File: src/common/axi_mem_pkg.sv
`default_nettype none

package axi_mem_pkg;

    // bus widths
    localparam int data_width = 32;
    localparam int strb_width = data_width / 8;
    localparam int addr_width = 32;
    localparam int len_width = 8;

    // side fields that are accepted but not acted on
    localparam int id_width = 4;
    localparam int size_width = 3;
    localparam int burst_width = 2;
    localparam int resp_width = 2;

    // byte offset bits inside one data word
    localparam int offset_width = $clog2(strb_width);

    // burst type and response codes
    localparam logic [burst_width-1:0] burst_incr = 2'b01;
    localparam logic [resp_width-1:0] resp_okay = 2'b00;

endpackage

`default_nettype wire

File: src/read_path/burst_counter.sv
`default_nettype none

module burst_counter #(
    parameter int mem_index_width = 10
) (
    input  logic                                 clock,
    input  logic                                 reset,
    input  logic                                 burst_load,
    input  logic                                 burst_advance,
    input  logic [axi_mem_pkg::addr_width-1:0]   araddr,
    input  logic [axi_mem_pkg::len_width-1:0]    arlen,
    input  logic [axi_mem_pkg::burst_width-1:0]  arburst,
    output logic [mem_index_width-1:0]           ram_read_index,
    output logic                                 burst_last
);

    localparam int index_low = axi_mem_pkg::offset_width;
    localparam int index_high = index_low + mem_index_width - 1;

    logic [mem_index_width-1:0]         word_index;
    logic [mem_index_width-1:0]         next_index;
    logic [mem_index_width-1:0]         load_index;
    logic [axi_mem_pkg::len_width-1:0]  beats_left;

    wire unused_addr_bits = ^{araddr[axi_mem_pkg::addr_width-1:index_high+1],
                              araddr[index_low-1:0]};

    assign load_index = araddr[index_high:index_low];
    // wraps at the RAM depth
    assign next_index = word_index + 1'b1;

    always_ff @(posedge clock) begin
        if (reset) begin
            word_index <= '0;
            beats_left <= '0;
        end else if (burst_load) begin
            word_index <= load_index;
            beats_left <= (arburst == axi_mem_pkg::burst_incr) ? arlen : '0;
        end else if (burst_advance) begin
            word_index <= next_index;
            beats_left <= beats_left - 1'b1;
        end
    end

    assign ram_read_index = burst_load ? load_index : next_index;
    assign burst_last = (beats_left == '0);

endmodule

`default_nettype wire

File: config.mk
export PLATFORM = sky130hd
export DESIGN_NAME = burst_counter
export DESIGN_NICKNAME = d
export VERILOG_FILES = /design/src/common/axi_mem_pkg.sv /design/src/read_path/burst_counter.sv
export SDC_FILE = /design/constraint.sdc
export NUM_CORES = 1
export LEC_CHECK = 0
export ABC_AREA = 0
export BUFFER_PORTS_ARGS = -buffer_cell sky130_fd_sc_hd__buf_2
export CORE_MARGIN = 2
export CORE_UTILIZATION = 30
export DETAILED_ROUTE_END_ITERATION = 8
export PLACE_DENSITY = 0.64
export SLEW_MARGIN = 20
export SYNTH_ARGS = -nofsm -noshare
export SYNTH_HDL_FRONTEND = slang
export SYNTH_SLANG_ARGS = --single-unit
File: constraint.sdc
create_clock -name clock -period 2.03 [get_ports clock]
set_input_delay 0.1015 -clock clock [delete_from_list [all_inputs] [get_ports clock]]
set_output_delay 0.1015 -clock clock [all_outputs]
set_load 0.02 [all_outputs]
==> flow_summary.json <==
{
  "cts_setup_buffers": 0,
  "slew_headroom": 0.664,
  "slowest_stage": "dfxtp_1",
  "fin_crit_sh": 0.906,
  "row_count": 23,
  "ys_ff_latch": 18,
  "cp.arrival_ns": 1.74,
  "routed-wl-met3_um": 148,
  "max_cap_violations": 0,
  "fmax_mhz": 544,
  "crit_type": "flop to output pin",
  "finalWorstSetupSlack_ns": 0.190,
  "path_delay_family": "flip-flops",
  "place_hpwl_um": 2120,
  "h-tree-depth": 1,
  "path_max_fanout": 7,
  "p_leak_nw": 0.606,
  "drive_gt1_frac": 0.302,
  "cp-start-kind": "flop",
  "tritoncts": "built",
  "yosys_warnings": 0,
  "vias": 1162,
  "hold_violations": 0,
  "cp-end-kind": "output pin",
  "grt_pass1_wl_um": 4600,
  "switching_share": 0.306,
  "drt_pass1_iterations": 4,
  "skew_ns": 0.00215,
  "hold_class": "input pin to flop",
  "die_w_um": 68.6,
  "syn-num-nets": 199,
  "rsz0062_at_grt": "no",
  "clkPwrFrac": 0.307,
  "pwr-share-seq": 0.436,
  "cts.sinks": 18,
  "setup_viol": 0,
  "status": "finished, final reports clean",
  "wl_met2_um": 1300,
  "n_antenna_cell": 0,
  "wl_met1_um": 1370,
  "finalMaxSlewViolations": 0,
  "clkSlewWorstSetupHoldPaths_ns": 0.07,
  "final_cell_mix": "buf_2, dfxtp_1, nor2_1, nand2_1, xnor2_1",
  "die_area_um2": 4700,
  "tns_ns": 0,
  "vias_per_cell": 5.07,
  "drt-wirelength-per-cell_um": 12.3,
  "layout_min_cycle_time_ns": 1.84,
  "irDropWorstVdd_mv": 0.202,
  "core_area_um2": 4000,
  "worstPathRequired_ns": 1.93,
  "overflow": 0,
  "wl_um": 2820,
  "cts_max_path_buffers": 2,
  "yosysUniqueCellTypes": 47,
  "synth_edf_count": 0,
  "portBuffers": 34,
  "ant_nets": 0,
  "cts-root-buf": "clkbuf_8",
  "initial_core_util": 0.312,
  "comb_power_share": 0.257,
  "drc": 0,
  "synth_ff_type": "dfxtp_1",
  "power_switching_mw": 0.294,
  "top_layer_used": "met3",
  "crit_path_cell_trace": "ha_2 -> nand2_1 -> nor3_1 -> xnor2_1 -> a21oi_1 -> buf_2",
  "numCtsBuffers": 3,
  "design_area_um2": 1510,
  "synthArstFlopShare": 0,
  "grt_max_degree": 19,
  "synthCells": 150,
  "antenna_found_initial": 0,
  "syn_avg_cell_area_um2": 8.33,
  "pwr_density_cell_nw_per_um2": 639,
  "synth_area_um2": 1250,
  "grt_pass1_vias": 1019,
  "grt_usage": 0.128,
  "die_h_um": 68.6,
  "area_growth_pct": 20.4,
  "gp_congestion": 0.749,
  "finish.utilization": 0.376,
  "ctsHoldBuffers": 0,
  "final_nets": 229,
  "dpl_worst_slack_ns": 0.418,
  "worst-path-buf-inv": 1,
  "drt_iter0_markers": 64,
  "p_int_mw": 0.667,
  "postPlaceCellArea_um2": 1450,
  "max_stage_delay_ns": 0.47,
  "tightest_slew_ns": 0.502,
  "yosysSeqAreaShare": 0.288,
  "ios": 57,
  "clkLatencyLatePin_ns": 0.25,
  "mostFrequentLayoutCell": "buf_2"
}
layer usage:
metal  up-vias  global-route usage
met3         0              0.0227
met5         -                   0
li1        606                   -
met2        31               0.192
met4         0              0.0375
met1       525               0.186
final cells by class:
class	count	area, µm²
clock buffer	4	55.1
fill	416	2490
inverter	6	22.5
multi-input combinational	115	820
sequential	18	360
tap	50	62.6
timing repair buffer	36	185
flip-flops by register name (all words and copies together), names as in the netlist:
register	flops
word_index	10
beats_left	8
logic make-up after synthesis:
logic type	Yosys count	synth area share
xor gates and xnor gates	15	0.105
adders and majority gates	3	0.0300
DFF	18	0.288
AOI/OAI and AO/OA	33	0.193
and+or+nand+nor	59	0.282
muxes	5	0.0430
buffers and inverters	17	0.0580
through the flow:
step / total power [mW] / instances / hold WS [ns]
after floorplan: 0.603 / 150 / 0.239
after global placement: 0.672 / 225 / 0.326
after detailed placement: 0.673 / 225 / 0.338
after CTS: 0.969 / 229 / 0.0732
after global routing: 1.02 / 229 / 0.0886
final: 0.961 / 229 / 0.0737
worst paths after layout:
kind	from	to	slack [ns]	depth (start not counted)
max	word_index[0]$_SDFFE_PP0P_	ram_read_index[8]	0.19	6
max reg2reg	word_index[0]$_SDFFE_PP0P_	word_index[8]$_SDFFE_PP0P_	0.46	4
min reg2reg	word_index[9]$_SDFFE_PP0P_	word_index[9]$_SDFFE_PP0P_	0.51	1
min	arlen[1]	beats_left[1]$_SDFFE_PP0P_	0.07	3
power by group through the flow:
stage / registers [mW] / clock network (mW) / logic (mW)
4_1_cts: 0.418 / 0.303 / 0.249
3_3_place_gp: 0.426 / 0 / 0.246
5_1_grt: 0.425 / 0.318 / 0.277
3_5_place_dp: 0.426 / 0 / 0.248
6_report: 0.419 / 0.295 / 0.247
2_1_floorplan: 0.413 / 0 / 0.190
Yosys cell counts (all sizes together) (2+ instances only):
master / instances / share of area
dfxtp: 18 / 0.29
nor2: 16 / 0.048
nand2: 11 / 0.033
xnor2: 10 / 0.070
a21oi: 9 / 0.036
clkbuf: 7 / 0.022
nand3: 7 / 0.038
inv: 5 / 0.015
nand4: 5 / 0.025
nor3: 5 / 0.020
o21ai: 5 / 0.020
xor2: 5 / 0.035
a311oi: 4 / 0.028
buf: 4 / 0.018
a211oi: 3 / 0.022
a22oi: 3 / 0.018
ha: 3 / 0.030
mux2: 3 / 0.027
nor4: 3 / 0.032
mux2i: 2 / 0.016
nor4b: 2 / 0.019
o211a: 2 / 0.016
or3: 2 / 0.010
worst min-delay path, cell delays in order:
cell,delay (ns)
buf_2,0.07
a21oi_1,0.05
nor2_1,0.07
timing repair:
item	in CTS	in global routing
hold endpoints to repair	0	0
gates resized for setup	0	1
endpoints found under the setup margin	0	1
No activity file was read; power rests on OpenSTA's default activity.
