### src/common/axi_mem_pkg.sv
`default_nettype none

package axi_mem_pkg;

    // bus widths
    localparam int data_width = 32;
    localparam int strb_width = data_width / 8;
    localparam int addr_width = 32;
    localparam int len_width = 8;

    // side fields that are accepted but not acted on
    localparam int id_width = 4;
    localparam int size_width = 3;
    localparam int burst_width = 2;
    localparam int resp_width = 2;

    // byte offset bits inside one data word
    localparam int offset_width = $clog2(strb_width);

    // burst type and response codes
    localparam logic [burst_width-1:0] burst_incr = 2'b01;
    localparam logic [resp_width-1:0] resp_okay = 2'b00;

endpackage

`default_nettype wire

### src/write_path/write_fsm.sv
`default_nettype none

module write_fsm #(
    parameter int mem_index_width = 10
) (
    input  logic                                clock,
    input  logic                                reset,
    input  logic                                awvalid,
    input  logic [axi_mem_pkg::addr_width-1:0]  awaddr,
    input  logic                                wvalid,
    input  logic [axi_mem_pkg::data_width-1:0]  wdata,
    input  logic [axi_mem_pkg::strb_width-1:0]  wstrb,
    input  logic                                bready,
    output logic                                awready,
    output logic                                wready,
    output logic                                bvalid,
    output logic                                ram_write_enable,
    output logic [mem_index_width-1:0]          ram_write_index,
    output logic [axi_mem_pkg::data_width-1:0]  ram_write_data,
    output logic [axi_mem_pkg::strb_width-1:0]  ram_write_strb
);

    localparam int index_low = axi_mem_pkg::offset_width;
    localparam int index_high = index_low + mem_index_width - 1;

    localparam logic [1:0] state_idle = 2'd0;
    localparam logic [1:0] state_data = 2'd1;
    localparam logic [1:0] state_response = 2'd2;

    logic [1:0] state;

    // byte offset and bits above the RAM are dropped
    wire unused_addr_bits = ^{awaddr[axi_mem_pkg::addr_width-1:index_high+1],
                              awaddr[index_low-1:0]};

    always_ff @(posedge clock) begin
        if (reset) begin
            state <= state_idle;
        end else begin
            case (state)
                state_idle: begin
                    if (awvalid) begin
                        state <= state_data;
                    end
                end
                state_data: begin
                    if (wvalid) begin
                        state <= state_response;
                    end
                end
                state_response: begin
                    if (bready) begin
                        state <= state_idle;
                    end
                end
                default: begin
                    state <= state_idle;
                end
            endcase
        end
    end

    // word index latched on the aw handshake
    always_ff @(posedge clock) begin
        if (awvalid && awready) begin
            ram_write_index <= awaddr[index_high:index_low];
        end
    end

    assign awready = (state == state_idle);
    assign wready = (state == state_data);
    assign bvalid = (state == state_response);

    assign ram_write_enable = wvalid && wready;
    assign ram_write_data = wdata;
    assign ram_write_strb = wstrb;

    // response held until the master takes it
    bvalid_held: assert property (@(posedge clock) disable iff (reset)
        bvalid && !bready |=> bvalid);

    // no data beat accepted while a response is pending
    no_data_in_response: assert property (@(posedge clock) disable iff (reset)
        !(wready && bvalid));

endmodule

`default_nettype wire
### config.mk
export PLATFORM = sky130hd
export DESIGN_NAME = write_fsm
export DESIGN_NICKNAME = d
export VERILOG_FILES = /design/src/common/axi_mem_pkg.sv /design/src/write_path/write_fsm.sv
export SDC_FILE = /design/constraint.sdc
export NUM_CORES = 1
export LEC_CHECK = 0
export BUFFER_PORTS_ARGS = -buffer_cell sky130_fd_sc_hd__buf_2
export CORE_ASPECT_RATIO = 0.8
export CORE_MARGIN = 8
export CORE_UTILIZATION = 27
export CTS_BUF_LIST = sky130_fd_sc_hd__clkbuf_4 sky130_fd_sc_hd__clkbuf_8
export CTS_CLUSTER_SIZE = 10
export DETAILED_ROUTE_END_ITERATION = 16
export PLACE_DENSITY = 0.82
export SETUP_SLACK_MARGIN = 0.2
export SKIP_CTS_REPAIR_TIMING = 1
export SLEW_MARGIN = 20
export SYNTH_ARGS = -nofsm -noshare
export SYNTH_HDL_FRONTEND = slang
export SYNTH_SLANG_ARGS = --single-unit
### constraint.sdc
create_clock -name clock -period 1.35 [get_ports clock]
set_clock_uncertainty 0.05 [all_clocks]
set_input_delay 0.135 -clock clock [delete_from_list [all_inputs] [get_ports clock]]
set_output_delay 0.135 -clock clock [all_outputs]
set_load 0.05 [all_outputs]
==> metrics.csv <==
stage,metric,value,unit
routing,vias,380,
logic_synthesis,syn_nets,132,
logic_synthesis,syn_inst,59,
global_route,grt_max_degree,11,
routing,drc,0,
timing,rsz0062_at_grt,yes,
clock_tree,cts.reportedPaths.clkPinSlew,0.06,ns
floorplan,core-area,2420,µm²
routing,drt_first_pass_iters,2,
status,run_status,finished clean,
worst_setup_path,crit_chain,nor2b_4 > and2_4 > buf_8,
timing,finalMaxSlewViolations,0,
place,routabilityCongestion,0.689,
place,dpl_cell_area,617,µm²
layout,fillers,229,
global_route,grt_pass1_vias,350,
clock_tree,cts_buffer_depth,2,
logic_synthesis,yosysSeqAreaShare,50.1,%
floorplan,die_x,72.1,µm
routing,initialDrtViolationCount,36,
worst_setup_path,arrival,1.09,ns
routing,wl_per_cell,15.9,µm
floorplan,die_area,4390,µm²
clock_tree,cts_buffers,3,
layout,final_common_cell,buf_2,
timing,fin_crit_sh,94.2,%
worst_setup_path,critPathKind,flip-flop to primary output,
clock_tree,cts_sinks,12,
timing,tightestPinTransition,0.258,ns
logic_synthesis,ys_seq_elements,12,
place,portBuffers,28,
timing,fmax,0.786,GHz
logic_synthesis,synth_area,679,µm²
floorplan,pin_count,123,
pwr,power_density,1170,nW/µm²
logic_synthesis,ys_warn_count,0,
worst_setup_path,start_kind,flip-flop,
place,dpl.hpwl,1.17,mm
clock_tree,clock_latency,0.25,ns
place,pre_cts_ws,0.228,ns
layout,layout-drive-gt1-share,60.9,%
pwr,power.leakage,0.325,nW
worst_setup_path,worst_setup_path_end_kind,primary output,
job,maxCapViolations,0,
timing,setup_viol,0,
global_route,grt-ovfl-total,0,
layout,fin_area,762,µm²
floorplan,die_h,60.9,µm
floorplan,row_count,16,
layout,area_growth,12.2,%
clock_tree,htreeDepth,1,
logic_synthesis,synth_top_area_share,44.2,%
layout,num_antenna_cells,0,
layout,mostFrequentLayoutCells,"25 x buf_2, 10 x edfxtp_1, 9 x dlygate4sd3_1",
worst_setup_path,worstPathMaxFanout,5,
worst_setup_path,slowest_stage,dfxtp_4,
floorplan,start_util,28.0,%
routing,wirelength,1.59,mm
logic_synthesis,yosysTopAreaCell,edfxtp_1,
pwr,irDropWorstVdd,260,µV
timing,slew_headroom,82.9,%
global_route,antenna_found_initial,0,
global_route,grt_pass1_wl,1.86,mm
clock_tree,cts_tree,done,
layout,nets,138,
timing,final.min_clock_period,1.27,ns
routing,drtAntennaViolNets,0,
worst_setup_path,required,1.16,ns
logic_synthesis,synth_cell_type_count,11,
routing,via_per_inst,3.80,
timing,fin_ws,0.0777,ns
clock_tree,cts_root_buffer,clkbuf_4,
timing,hold_viol,0,
global_route,grt.total_usage,5.64,%
min_path,hp-class,primary input to flip-flop,
logic_synthesis,synthTopCellsByArea,"edfxtp_1 44%, buf_4 40%, dfxtp_1 5.9%",
logic_synthesis,syn_area_per_cell,11.5,µm²
worst_setup_path,cp_slowest_stage_delay,0.38,ns
-- where the power goes --
group | total [mW] | switching (mW) | internal, mW | leakage, nW
logic | 0.216 | 0.141 | 0.0751 | 0.193
clock network | 0.234 | 0.100 | 0.134 | 0.0184
registers | 0.442 | 0.0114 | 0.431 | 0.113
-- metal layers --
metal	global-route usage (%)	routed length [µm]	vias to the layer above
li1	-	-	165
met1	3.49	384	157
met3	7.10	368	16
met4	6.38	112	0
met5	0	0	-
met2	7.70	720	42
-- area by class of cell --
type	count	area, µm²	share of cell area (%)
inverters	1	3.75	0.493
well taps	36	45.0	5.91
clock buffers	4	30.0	3.94
repair buffers	37	253	33.2
flip-flops and latches	12	345	45.3
multi-input cells	10	85.1	11.2
-- flip-flops by register name, summed over array words and instances (netlist names) --
signal and flops:
state 2, ram_write_index 10
-- through the flow --
step / hold slack, ns / TNS (ns) / cells / power, mW / utilization [%]
after detailed placement: 0.220 / 0 / 87 / 0.636 / 25.5
after global placement: 0.220 / 0 / 87 / 0.632 / 25.5
after CTS: -0.00253 / -0.0499 / 91 / 0.867 / 26.7
after floorplan: 0.150 / 0 / 59 / 0.871 / -
after global routing: 0.00869 / 0 / 100 / 0.937 / 31.5
final: 0.0110 / 0 / 100 / 0.893 / 31.5
-- worst paths after layout --
check,cells past startpoint,endpoint,slack [ns],startpoint
max,3,ram_write_enable,0.08,state[0]
min,2,state[0],0.01,reset
max reg2reg,2,ram_write_index[0],0.30,state[0]
min reg2reg,1,state[0],0.45,state[1]
-- cells in the mapped netlist --
| cell type | number |
|---|---|
| inv_1 | 1 |
| edfxtp_1 | 10 |
| buf_4 | 36 |
| nand2b_1 | 2 |
| nor2b_1 | 1 |
| nor2b_2 | 1 |
| and2_1 | 2 |
| nor2_1 | 2 |
| a211oi_1 | 1 |
| a32o_1 | 1 |
| dfxtp_1 | 2 |
-- kinds of logic after synthesis --
logic type,count (synthesis),share of synthesized area (%)
AOI/OAI and AO/OA,2,2.58
buffers and inverters,37,40.3
DFF,12,50.1
and+or+nand+nor,8,7.00
-- worst max-delay path: cells and delay by family, from the launching register on --
kind / cells / cell delay (ns)
flops: 1 / 0.38
simple gates: 2 / 0.31
buf+inv: 1 / 0.14
No activity file was read; power rests on OpenSTA's default activity.
